<file path="src/hw/core_evt_pkg.sv">
package core_evt_pkg;

  // ----------------------------------------------------------------------
  // recorded debug request
  // ----------------------------------------------------------------------

  // retirements left before a recorded request is dropped
  typedef logic [1:0] dbg_win_t;

  // request arrives together with a retirement
  localparam dbg_win_t DBG_WIN_RETIRE = 2'd1;

  // request arrives in a cycle without a retirement
  localparam dbg_win_t DBG_WIN_IDLE = 2'd2;

  // ----------------------------------------------------------------------
  // first debug instruction tracking
  // ----------------------------------------------------------------------

  typedef enum logic [1:0] {
    NORMAL,
    IN_DEBUG,
    DRET_SEEN
  } dbg_state_e;

endpackage

</file>
<file path="src/hw/obi_pkg.sv">
package obi_pkg;

  // ----------------------------------------------------------------------
  // bus widths
  // ----------------------------------------------------------------------

  // address and fetch PC width
  localparam int ADDR_W = 32;

  // ----------------------------------------------------------------------
  // outstanding transaction tracking
  // ----------------------------------------------------------------------

  // granted address phases that may wait for a response at once
  localparam int MAX_OUTSTANDING = 4;

  // outstanding count must reach MAX_OUTSTANDING itself, so one extra bit
  localparam int CNT_W = 3;

  // read and write pointers of the attribute FIFO
  localparam int PTR_W = 2;

  // ----------------------------------------------------------------------
  // vector types
  // ----------------------------------------------------------------------

  // one word of address or PC
  typedef logic [ADDR_W-1:0] obi_addr_t;

  // number of address phases still waiting for a response
  typedef logic [CNT_W-1:0] obi_cnt_t;

endpackage
</file>
<file path="src/hw/support_logic_top.sv">
`timescale 1ns/1ps

module support_logic_top (
  input  logic                in_support_if,
  input  logic                rst_n_i,

  // instruction bus
  input  logic                instr_bus_req_i,
  input  logic                instr_bus_gnt_i,
  input  logic                instr_bus_gntpar_i,
  input  logic                instr_bus_rvalid_i,
  input  obi_pkg::obi_addr_t  instr_req_pc_i,

  // data bus
  input  logic                data_bus_req_i,
  input  logic                data_bus_gnt_i,
  input  logic                data_bus_gntpar_i,
  input  logic                data_bus_rvalid_i,
  input  logic                data_req_is_store_i,

  // core events
  input  logic                fetch_enable_i,
  input  logic                debug_req_i,
  input  logic                rvfi_valid_i,
  input  logic                rvfi_dbg_mode_i,
  input  logic                rvfi_is_dret_i,
  input  logic                rvfi_trap_i,

  output logic                instr_addr_ph_cont_o,
  output logic                instr_resp_ph_cont_o,
  output obi_pkg::obi_cnt_t   instr_v_addr_ph_cnt_o,
  output logic                instr_gntpar_err_o,
  output obi_pkg::obi_addr_t  instr_resp_pc_o,

  output logic                data_addr_ph_cont_o,
  output logic                data_resp_ph_cont_o,
  output obi_pkg::obi_cnt_t   data_v_addr_ph_cnt_o,
  output logic                data_gntpar_err_o,
  output logic                data_req_was_store_o,

  output logic                first_fetch_o,
  output logic                first_debug_ins_o,
  output logic                recorded_dbg_req_o
);

  import obi_pkg::*;

  // ----------------------------------------------------------------------
  // bus support, fetch PC rides along the instruction bus
  // ----------------------------------------------------------------------

  obi_bus_support #(
    .ATTR_W (ADDR_W)
  ) u_instr_bus (
    .in_support_if   (in_support_if),
    .rst_n_i         (rst_n_i),
    .req_i           (instr_bus_req_i),
    .gnt_i           (instr_bus_gnt_i),
    .gntpar_i        (instr_bus_gntpar_i),
    .rvalid_i        (instr_bus_rvalid_i),
    .attr_i          (instr_req_pc_i),
    .addr_ph_cont_o  (instr_addr_ph_cont_o),
    .resp_ph_cont_o  (instr_resp_ph_cont_o),
    .v_addr_ph_cnt_o (instr_v_addr_ph_cnt_o),
    .attr_o          (instr_resp_pc_o),
    .gntpar_err_o    (instr_gntpar_err_o)
  );

  // store flag rides along the data bus
  obi_bus_support #(
    .ATTR_W (1)
  ) u_data_bus (
    .in_support_if   (in_support_if),
    .rst_n_i         (rst_n_i),
    .req_i           (data_bus_req_i),
    .gnt_i           (data_bus_gnt_i),
    .gntpar_i        (data_bus_gntpar_i),
    .rvalid_i        (data_bus_rvalid_i),
    .attr_i          (data_req_is_store_i),
    .addr_ph_cont_o  (data_addr_ph_cont_o),
    .resp_ph_cont_o  (data_resp_ph_cont_o),
    .v_addr_ph_cnt_o (data_v_addr_ph_cnt_o),
    .attr_o          (data_req_was_store_o),
    .gntpar_err_o    (data_gntpar_err_o)
  );

  // ----------------------------------------------------------------------
  // core events
  // ----------------------------------------------------------------------

  debug_event_monitor u_dbg_evt (
    .in_support_if      (in_support_if),
    .rst_n_i            (rst_n_i),
    .fetch_enable_i     (fetch_enable_i),
    .debug_req_i        (debug_req_i),
    .rvfi_valid_i       (rvfi_valid_i),
    .rvfi_dbg_mode_i    (rvfi_dbg_mode_i),
    .rvfi_is_dret_i     (rvfi_is_dret_i),
    .rvfi_trap_i        (rvfi_trap_i),
    .first_fetch_o      (first_fetch_o),
    .first_debug_ins_o  (first_debug_ins_o),
    .recorded_dbg_req_o (recorded_dbg_req_o)
  );

endmodule

</file>
<file path="src/hw/debug_event_monitor.sv">
`timescale 1ns/1ps

module debug_event_monitor (
  input  logic in_support_if,
  input  logic rst_n_i,

  input  logic fetch_enable_i,
  input  logic debug_req_i,
  input  logic rvfi_valid_i,
  input  logic rvfi_dbg_mode_i,
  input  logic rvfi_is_dret_i,
  input  logic rvfi_trap_i,

  output logic first_fetch_o,
  output logic first_debug_ins_o,
  output logic recorded_dbg_req_o
);

  import core_evt_pkg::*;

  logic       fetch_seen_q;
  dbg_state_e state_q;
  dbg_state_e state_d;
  dbg_win_t   win_q;

  // ----------------------------------------------------------------------
  // core startup
  // ----------------------------------------------------------------------

  assign first_fetch_o = fetch_enable_i & ~fetch_seen_q;

  always_ff @(posedge in_support_if) begin
    if (!rst_n_i) begin
      fetch_seen_q <= 1'b0;
    end else if (fetch_enable_i) begin
      fetch_seen_q <= 1'b1;
    end
  end

  // ----------------------------------------------------------------------
  // first instruction of a debug session
  // ----------------------------------------------------------------------

  always_comb begin
    state_d = state_q;
    case (state_q)
      NORMAL:    if (rvfi_valid_i && rvfi_dbg_mode_i) state_d = IN_DEBUG;
      IN_DEBUG:  if (rvfi_valid_i && !rvfi_dbg_mode_i) state_d = NORMAL;
      DRET_SEEN: state_d = NORMAL;
      default:   state_d = NORMAL;
    endcase
    // a completed dret ends the session from any state
    if (rvfi_valid_i && rvfi_is_dret_i && !rvfi_trap_i) begin
      state_d = DRET_SEEN;
    end
  end

  always_ff @(posedge in_support_if) begin
    if (!rst_n_i) begin
      state_q <= NORMAL;
    end else begin
      state_q <= state_d;
    end
  end

  assign first_debug_ins_o = rvfi_valid_i & rvfi_dbg_mode_i & (state_q != IN_DEBUG);

  // ----------------------------------------------------------------------
  // recorded debug request
  // ----------------------------------------------------------------------

  // hold the request for long enough that the core could have taken it
  always_ff @(posedge in_support_if) begin
    if (!rst_n_i) begin
      recorded_dbg_req_o <= 1'b0;
      win_q              <= '0;
    end else if (debug_req_i) begin
      recorded_dbg_req_o <= 1'b1;
      win_q              <= rvfi_valid_i ? DBG_WIN_RETIRE : DBG_WIN_IDLE;
    end else if (rvfi_valid_i) begin
      if (win_q != '0) begin
        win_q <= win_q - dbg_win_t'(1);
      end else begin
        recorded_dbg_req_o <= 1'b0;
      end
    end
  end

endmodule

</file>
<file path="src/hw/obi_bus_support.sv">
`timescale 1ns/1ps

module obi_bus_support #(
  parameter int ATTR_W = 1
) (
  input  logic               in_support_if,
  input  logic               rst_n_i,

  input  logic               req_i,
  input  logic               gnt_i,
  input  logic               gntpar_i,
  input  logic               rvalid_i,
  input  logic [ATTR_W-1:0]  attr_i,

  output logic               addr_ph_cont_o,
  output logic               resp_ph_cont_o,
  output obi_pkg::obi_cnt_t  v_addr_ph_cnt_o,
  output logic [ATTR_W-1:0]  attr_o,
  output logic               gntpar_err_o
);

  // ----------------------------------------------------------------------
  // grant parity
  // ----------------------------------------------------------------------

  // gntpar must be the inverse of gnt; one bad cycle taints the whole phase
  logic phase_err;
  logic phase_err_q;

  assign phase_err = req_i & ((gnt_i == gntpar_i) | phase_err_q);

  always_ff @(posedge in_support_if) begin
    if (!rst_n_i) begin
      phase_err_q <= 1'b0;
    end else if (req_i && !gnt_i) begin
      // still waiting, keep what this phase has seen so far
      phase_err_q <= phase_err;
    end else begin
      phase_err_q <= 1'b0;
    end
  end

  // ----------------------------------------------------------------------
  // phase monitor and response attributes
  // ----------------------------------------------------------------------

  obi_phases_monitor u_phases (
    .in_support_if   (in_support_if),
    .rst_n_i         (rst_n_i),
    .req_i           (req_i),
    .gnt_i           (gnt_i),
    .rvalid_i        (rvalid_i),
    .addr_ph_cont_o  (addr_ph_cont_o),
    .resp_ph_cont_o  (resp_ph_cont_o),
    .v_addr_ph_cnt_o (v_addr_ph_cnt_o)
  );

  req_attribute_fifo #(
    .ATTR_W (ATTR_W)
  ) u_attr_fifo (
    .in_support_if (in_support_if),
    .rst_n_i       (rst_n_i),
    .req_i         (req_i),
    .gnt_i         (gnt_i),
    .rvalid_i      (rvalid_i),
    .attr_i        (attr_i),
    .attr_o        (attr_o)
  );

  // the error flag pushed at acceptance covers every cycle of the phase
  req_attribute_fifo #(
    .ATTR_W (1)
  ) u_gntpar_fifo (
    .in_support_if (in_support_if),
    .rst_n_i       (rst_n_i),
    .req_i         (req_i),
    .gnt_i         (gnt_i),
    .rvalid_i      (rvalid_i),
    .attr_i        (phase_err),
    .attr_o        (gntpar_err_o)
  );

endmodule

</file>
<file path="src/hw/req_attribute_fifo.sv">
`timescale 1ns/1ps

module req_attribute_fifo #(
  parameter int ATTR_W = 1
) (
  input  logic              in_support_if,
  input  logic              rst_n_i,

  input  logic              req_i,
  input  logic              gnt_i,
  input  logic              rvalid_i,

  input  logic [ATTR_W-1:0] attr_i,
  output logic [ATTR_W-1:0] attr_o
);

  import obi_pkg::*;

  // one entry per granted request that still waits for its response
  logic [ATTR_W-1:0] mem_q [MAX_OUTSTANDING];

  logic [PTR_W-1:0]  wr_ptr_q;
  logic [PTR_W-1:0]  rd_ptr_q;
  obi_cnt_t          fill_q;

  logic              push;
  logic              pop;
  logic              empty;

  assign empty = (fill_q == '0);
  assign push  = req_i & gnt_i;
  assign pop   = rvalid_i & ~empty;

  // ----------------------------------------------------------------------
  // storage
  // ----------------------------------------------------------------------

  always_ff @(posedge in_support_if) begin
    if (push) begin
      mem_q[wr_ptr_q] <= attr_i;
    end
  end

  // ----------------------------------------------------------------------
  // pointers and fill level
  // ----------------------------------------------------------------------

  always_ff @(posedge in_support_if) begin
    if (!rst_n_i) begin
      wr_ptr_q <= '0;
      rd_ptr_q <= '0;
      fill_q   <= '0;
    end else begin
      if (push) begin
        wr_ptr_q <= wr_ptr_q + PTR_W'(1);
      end
      if (pop) begin
        rd_ptr_q <= rd_ptr_q + PTR_W'(1);
      end
      case ({push, pop})
        2'b10:   fill_q <= fill_q + CNT_W'(1);
        2'b01:   fill_q <= fill_q - CNT_W'(1);
        default: fill_q <= fill_q;
      endcase
    end
  end

  // responses come back in order, so the head always belongs to the
  // response seen on rvalid
  assign attr_o = empty ? '0 : mem_q[rd_ptr_q];

endmodule

</file>
<file path="src/hw/obi_phases_monitor.sv">
`timescale 1ns/1ps

module obi_phases_monitor (
  input  logic               in_support_if,
  input  logic               rst_n_i,

  input  logic               req_i,
  input  logic               gnt_i,
  input  logic               rvalid_i,

  output logic               addr_ph_cont_o,
  output logic               resp_ph_cont_o,
  output obi_pkg::obi_cnt_t  v_addr_ph_cnt_o
);

  import obi_pkg::*;

  logic     accept;
  obi_cnt_t cnt_q;

  // an address phase ends in the cycle where req and gnt are both high
  assign accept = req_i & gnt_i;

  // ----------------------------------------------------------------------
  // address phase continuation
  // ----------------------------------------------------------------------

  // req held without gnt means the same address phase carries on next cycle
  always_ff @(posedge in_support_if) begin
    if (!rst_n_i) begin
      addr_ph_cont_o <= 1'b0;
    end else begin
      addr_ph_cont_o <= req_i & ~gnt_i;
    end
  end

  // ----------------------------------------------------------------------
  // outstanding counter
  // ----------------------------------------------------------------------

  always_ff @(posedge in_support_if) begin
    if (!rst_n_i) begin
      cnt_q <= '0;
    end else begin
      case ({accept, rvalid_i})
        2'b10:   cnt_q <= cnt_q + CNT_W'(1);
        2'b01:   cnt_q <= cnt_q - CNT_W'(1);
        // accept and response together leave the count unchanged
        default: cnt_q <= cnt_q;
      endcase
    end
  end

  assign v_addr_ph_cnt_o = cnt_q;

  // a response is still pending while requests wait and none returns now
  assign resp_ph_cont_o = (cnt_q != '0) & ~rvalid_i;

endmodule

</file>
<file path="config.mk">
export PLATFORM = sky130hd
export DESIGN_NAME = support_logic_top
export DESIGN_NICKNAME = d
export VERILOG_FILES = /design/src/hw/core_evt_pkg.sv /design/src/hw/obi_pkg.sv /design/src/hw/support_logic_top.sv /design/src/hw/debug_event_monitor.sv /design/src/hw/obi_bus_support.sv /design/src/hw/req_attribute_fifo.sv /design/src/hw/obi_phases_monitor.sv
export SDC_FILE = /design/constraint.sdc
export NUM_CORES = 1
export LEC_CHECK = 0
export BUFFER_PORTS_ARGS = -buffer_cell sky130_fd_sc_hd__buf_2
export CAP_MARGIN = 20
export CORE_MARGIN = 2
export CORE_UTILIZATION = 50
export CTS_CLUSTER_DIAMETER = 150
export CTS_CLUSTER_SIZE = 12
export DETAILED_ROUTE_END_ITERATION = 10
export GPL_TIMING_DRIVEN = 0
export PLACE_DENSITY_LB_ADDON = 0.12
export RECOVER_POWER = 50
export SLEW_MARGIN = 20
export SYNTH_ARGS = -nofsm -noshare
export SYNTH_HDL_FRONTEND = slang
export SYNTH_SLANG_ARGS = --single-unit
</file>
<file path="constraint.sdc">
create_clock -name in_support_if -period 4.68 [get_ports in_support_if]
set_input_delay 0.936 -clock in_support_if [delete_from_list [all_inputs] [get_ports in_support_if]]
set_output_delay 0.936 -clock in_support_if [all_outputs]
set_load 0.005 [all_outputs]
</file>
== Word-level counts from Yosys, hierarchy flattened ==
Memory sizes are Yosys's and may differ from the RTL's. A register that Yosys moved wholly into a read port is not among the register bits.
Index checks and enable logic that the tools add are counted.
Word-level totals
  output and inout port bits: 48
  register bits after elaboration: 44
  word-level logic and storage cells: 162
  bits in writable memories: 140
  memories: 4
Memories
  u_instr_bus.u_attr_fifo.mem_q: depth 4, bits a word 32, read ports 1, clocked after memory_dff 1, write ports 1, line req_attribute_fifo.sv:20  | logic [ATTR_W-1:0] mem_q [MAX_OUTSTANDING];
  u_data_bus.u_attr_fifo.mem_q: depth 4, bits a word 1, read ports 1, clocked after memory_dff 1, write ports 1, line req_attribute_fifo.sv:20
  u_data_bus.u_gntpar_fifo.mem_q: depth 4, bits a word 1, read ports 1, clocked after memory_dff 1, write ports 1, line req_attribute_fifo.sv:20
  u_instr_bus.u_gntpar_fifo.mem_q: depth 4, bits a word 1, read ports 1, clocked after memory_dff 1, write ports 1, line req_attribute_fifo.sv:20
Cells by class
  muxes and demuxes: 33
  equality and inequality tests: 21
  reductions and logical operators: 33
  add/subtract/negate cells: 21
  bitwise operators: 27
Operators with widths (number)
  3-bit one-hot mux with 2 select lines: 6
  32-bit two-way mux: 1
  2-bit two-way mux: 15
  3-bit by 1-bit adder with 3-bit output, second input constant: 6
  2-bit nonzero test: 9
  3-bit by 1-bit subtractor with 3-bit output, second input constant: 6
  2-bit by 1-bit adder with 2-bit output, second input constant: 8
  1-bit bitwise AND: 15
  2-bit by 1-bit equality test with 1-bit output, second input constant: 7
  2-bit equality test, second input constant: 6
  3-bit zero test: 4
  2-bit AND reduction: 6
  1-bit two-way mux: 10
  1-bit NOT: 10
  1-bit logical AND: 6
  2-bit by 1-bit inequality test with 1-bit output, second input constant: 3
  3-bit by 1-bit inequality test with 1-bit output, second input constant: 2
  3-bit nonzero test: 2
  1-bit zero test: 4
  2-bit one-hot mux with 2 select lines: 1
  1-bit equality test: 2
  2-bit zero test: 1
  2-bit inequality test, second input constant: 1
  1-bit bitwise OR: 2
  2 further kinds: 2

== Logic depth before layout (Yosys ltp) ==
  depth in word-level cells: 5
  gate-level depth with buffers: 8

== Modules after synthesis ==
A second synthesis with hierarchy kept.
Unflattened totals
  cells, all modules: 503
  area total of the unflattened synthesis: 7915.1 µm²
Modules (own cells, without submodules)
  req_attribute_fifo (u_instr_bus.u_attr_fifo): cells each 251, seq. area each 4023.9 µm², area each 5298.8 µm², instances 1
  req_attribute_fifo (u_data_bus.u_attr_fifo ...): cells each 55, seq. area each 300.3 µm², area each 613.1 µm², instances 3
  obi_phases_monitor: cells each 22, seq. area each 80.1 µm², area each 202.7 µm², instances 2
  debug_event_monitor: cells each 31, seq. area each 120.1 µm², area each 269.0 µm², instances 1
  obi_bus_support: cells each 6, seq. area each 20.0 µm², area each 51.3 µm², instances 2

== Worst setup path before layout ==
OpenSTA, ideal clock, no wires.
  path type: in2reg
  from: input instr_bus_gnt_i
  to: register u_instr_bus.u_gntpar_fifo.fill_q[2]
  data arrival time: 2.378 ns
  library setup time: 0.076 ns
  path slack: 2.226 ns
  cell stages on the path: 7
  path through: nand2_1 > ha_1 > inv_1 > fa_1 > xor2_1 > or3_1 > a21boi_0
Between the ends
  cells in the longest elaborated chain, start to end: 3
Ends and longest elaborated chain
  from (decl): line support_logic_top.sv:9  | input logic instr_bus_gnt_i,
  1-bit bitwise AND *: line req_attribute_fifo.sv:31  | assign push = req_i & gnt_i;
  2-bit by 1-bit equality test with 1-bit output or 2-bit equality test (tied branches): line req_attribute_fifo.sv:60  | case ({push, pop})
  3-bit one-hot mux with 2 select lines or 2-bit nonzero test (tied branches)
  to (signal assigned): line req_attribute_fifo.sv:61  | 2'b10: fill_q <= fill_q + CNT_W'(1);
  to (signal assigned): line req_attribute_fifo.sv:62  | 2'b01: fill_q <= fill_q - CNT_W'(1);
  to (signal assigned): line req_attribute_fifo.sv:63  | default: fill_q <= fill_q;
  to (decl): line req_attribute_fifo.sv:24  | obi_cnt_t fill_q;
Every way passes the cells marked *; elsewhere a longest branch is shown, timed or not.
A chain may end at the register's enable or synchronous reset.

== Final worst setup path ==
  from: register u_instr_bus.u_attr_fifo.fill_q[2]
  to: output instr_resp_pc_o[19]
Between the ends
  cells in the longest elaborated chain, start to end: 2
Ends and longest elaborated chain
  from (decl): line req_attribute_fifo.sv:24
  from (signal assigned): line req_attribute_fifo.sv:61
  from (signal assigned): line req_attribute_fifo.sv:62
  from (signal assigned): line req_attribute_fifo.sv:63
  3-bit zero test: line req_attribute_fifo.sv:30  | assign empty = (fill_q == '0);
  32-bit two-way mux: line req_attribute_fifo.sv:70  | assign attr_o = empty ? '0 : mem_q[rd_ptr_q];
  to (decl): line support_logic_top.sv:33  | output obi_pkg::obi_addr_t instr_resp_pc_o,
No other way between the ends.

==> impl_metrics.tcl <==
set metrics [dict create \
    io_pins 97 \
    synth_common_cells "edfxtp_1, dfxtp_1, nor2b_1" \
    root_buffer "clkbuf_16" \
    chipWidth_microns 130 \
    switching_power_mw 1.20 \
    critPathRequiredTime_ns 3.74 \
    coreArea_sq_um 15300 \
    min_path_cells 1 \
    powerDensity_nw_per_um2 484 \
    antenna_cells 0 \
    skew_ns 0.00949 \
    timing.final.crit_share_pct 63.5 \
    clock_latency_ns 0.43 \
    setup_violations 0 \
    drtIter0Drc 287 \
    criticalPathCategory "reg2out" \
    leakage_nw 3.27 \
    grt_overflow 0 \
    period_minus_slack_ns 2.97 \
    clockBufferDepth 2 \
    synth_top_family_by_area "simple AND/OR/NAND/NOR gates" \
    nFillCells 1204 \
    start_util_pct 51.6 \
    r2r_start "u_data_bus.u_attr_fifo.fill_q[0]" \
    yosysUniqueCellTypes 32 \
    crit_path_end_kind "output port" \
    antenna_found_initial 0 \
    crit_fanout 10 \
    tightest_slew_ns 0.616 \
    yosys_warnings 0 \
    yosysMostFrequentCell "edfxtp_1" \
    chipHeight_microns 130 \
    hp-class "reg2reg" \
    cts_tree "built" \
    fmax_mhz 336 \
    slew_headroom_pct 58.9 \
    floorplan.die_area_sq_um 16800 \
    post-cts-setup-buffers 0 \
    synth-simple-area-share_pct 10.2 \
    reg2reg_to "u_data_bus.u_attr_fifo.fill_q[2]" \
    port_buffers 95 \
    async_flop_share_pct 0 \
    synthTopCellsByArea "edfxtp_1, dfxtp_1, mux4_2" \
    drv_cap 0 \
    synth_ff_type "edfxtp_1" \
    grt_util_all_layers_pct 18.0 \
    peakVddDrop_mv 0.270 \
    synth_compound_area_share_pct 3.31 \
    clkPwrFrac_pct 30.1 \
    ctsResizeCount 0 \
    grt_pass1_vias 4477 \
    clk_pin_slew_ns 0.06 \
    ant_nets 0 \
    syn_inst 506 \
    final_util_pct 60.3 \
    yosys.area.top_type "edfxtp_1" \
    p_seq_share_pct 45.2 \
    arrival_ns 2.04 \
    drc_errors 0 \
    synth_mux_area_share_pct 10.1 \
    yosysSeqAreaShare_pct 66.4 \
    swShare_pct 26.9 \
    drt-total-wl_microns 14200 \
    final_area_sq_um 9230 \
    area_growth_pct 16.8 \
    gp_congestion 0.741 \
    layout.nets 702 \
    regArea_sq_um 5250 \
    place_area_sq_um 8730 \
    r2r_cells 8 \
    synth_edf_count 140 \
    crit_path_start_kind "flip-flop" \
    drv_slew 0 \
    r2r_slack_ns 2.56 \
    multi_input_area_sq_um 2440 \
    synth_adder_area_share_pct 5.16 \
    yosysTopAreaCellShare_pct 53.2 \
    hp-start "u_dbg_evt.fetch_seen_q" \
    ys_ff_latch 192 \
    syn_area_per_cell_sq_um 15.6 \
    hold_violations 0 \
    cts_made_buffers 17 \
    wl_per_cell_microns 16.7 \
    grt_pass1_wl_microns 22400 \
    layout-drive-gt1-share_pct 20.7 \
    syn-cell-area_sq_um 7900 \
    via_per_inst 5.20 \
    first_pass_iters 4 \
    syn_nets 584 \
    hpwl_microns 9440 \
    grt_max_degree 27 \
    finalSetupTns_ns 0 \
    rsz0062_at_grt "false" \
    hold_end "u_dbg_evt.fetch_seen_q" \
    cellInternalPower_mw 3.26 \
    synthXorXnorAreaFrac_pct 2.00 \
    pwr-share-comb_pct 24.7 \
    rows 45 \
    numClockSinks 192 \
    status "completed" \
    holdBufCountCts 0 \
    h-tree-depth 4 \
    vias 4410 \
]
## worst max-delay path, cell delays in order (launching register included)
cell and delay (ns):
dfxtp_1 0.33, nor3_2 0.51, clkbuf_1 0.48, nor2b_1 0.13
buf_2 0.16
## layout make-up
class                   instances  area share, %
flip-flops and latches        192           56.8
multi-input cells             265           26.4
repair buffers                 99           5.61
clock buffers                  24           5.23
well taps                     211           2.86
inverters                      30           1.22
plain buffers                  19           1.14
clock inverters                 8          0.691
## power by group through the flow
stage	clock network (mW)	registers (mW)	logic [mW]
floorplan	0	2.04	0.756
global placement	0	2.05	1.10
detailed placement	0	2.05	1.13
CTS	1.38	2.02	1.14
global route	1.45	2.03	1.25
finish	1.34	2.02	1.10
## placed cells by master (no fill, tap or decap), drive strengths merged, types with 3 or more instances in the layout
| cell type | n |
|---|---|
| buf | 70 |
| nand2 | 23 |
| inv | 30 |
| nor2 | 6 |
| xnor2 | 12 |
| nor3 | 6 |
| nand4bb | 3 |
| and2 | 16 |
| dfxtp | 52 |
| ha | 23 |
| nor2b | 46 |
| a21boi | 15 |
| fa | 6 |
| nand3 | 4 |
| o21ai | 25 |
| clkbuf | 72 |
| xor2 | 6 |
| or3 | 10 |
| and3 | 19 |
| clkinv | 6 |
| edfxtp | 140 |
| mux4 | 35 |
## worst max-delay path by stage
stage,start,slack (ns),endpoint
finish,u_instr_bus.u_attr_fifo.fill_q[2],1.71,instr_resp_pc_o[19]
global placement,instr_bus_gnt_i,1.45,u_instr_bus.u_attr_fifo.mem_q[0][9]
CTS,u_instr_bus.u_attr_fifo.fill_q[0],1.61,instr_resp_pc_o[19]
global route,u_instr_bus.u_attr_fifo.fill_q[0],1.49,instr_resp_pc_o[19]
floorplan,instr_bus_gnt_i,2.23,u_instr_bus.u_gntpar_fifo.fill_q[2]
detailed placement,instr_bus_gnt_i,1.79,u_instr_bus.u_gntpar_fifo.fill_q[2]
## through the flow
| stage | setup slack [ns] | total power, mW | hold slack [ns] | cells |
|---|---|---|---|---|
| finish | 1.71 | 4.46 | 0.475 | 848 |
| global route | 1.49 | 4.73 | 0.498 | 848 |
| CTS | 1.61 | 4.54 | 0.482 | 848 |
| detailed placement | 1.79 | 3.19 | 0.467 | 816 |
| global placement | 1.45 | 3.15 | 0.451 | 812 |
| floorplan | 2.23 | 2.80 | 0.441 | 506 |
## registers in the layout (all words and copies together), names as in the netlist, 3 cells and up, named ones only
signal	cells
u_data_bus.u_attr_fifo.mem_q	4
u_data_bus.u_gntpar_fifo.fill_q	3
u_instr_bus.u_attr_fifo.mem_q	128
u_instr_bus.u_phases.v_addr_ph_cnt_o	3
u_data_bus.u_phases.v_addr_ph_cnt_o	3
u_data_bus.u_gntpar_fifo.mem_q	4
u_instr_bus.u_attr_fifo.fill_q	3
u_data_bus.u_attr_fifo.fill_q	3
u_instr_bus.u_gntpar_fifo.mem_q	4
u_instr_bus.u_gntpar_fifo.fill_q	3
## metal layers
layer | vias up | wire length (microns) | GRT usage, %
met1 | 2212 | 5970 | 22.2
li1 | 2089 | - | -
met4 | 0 | 219 | 6.26
met5 | - | 0 | 0
met2 | 90 | 7370 | 30.9
met3 | 19 | 631 | 4.92
## logic make-up (layout without fill, tap and decap cells)
logic type	count (synthesis)	in the layout
flops	192	192
simple gates	138	138
buf+inv	49	180
compound gates	44	44
mux	36	36
fa+ha+maj	29	29
xor+xnor	18	18
Power figures use the tool's default switching activity.
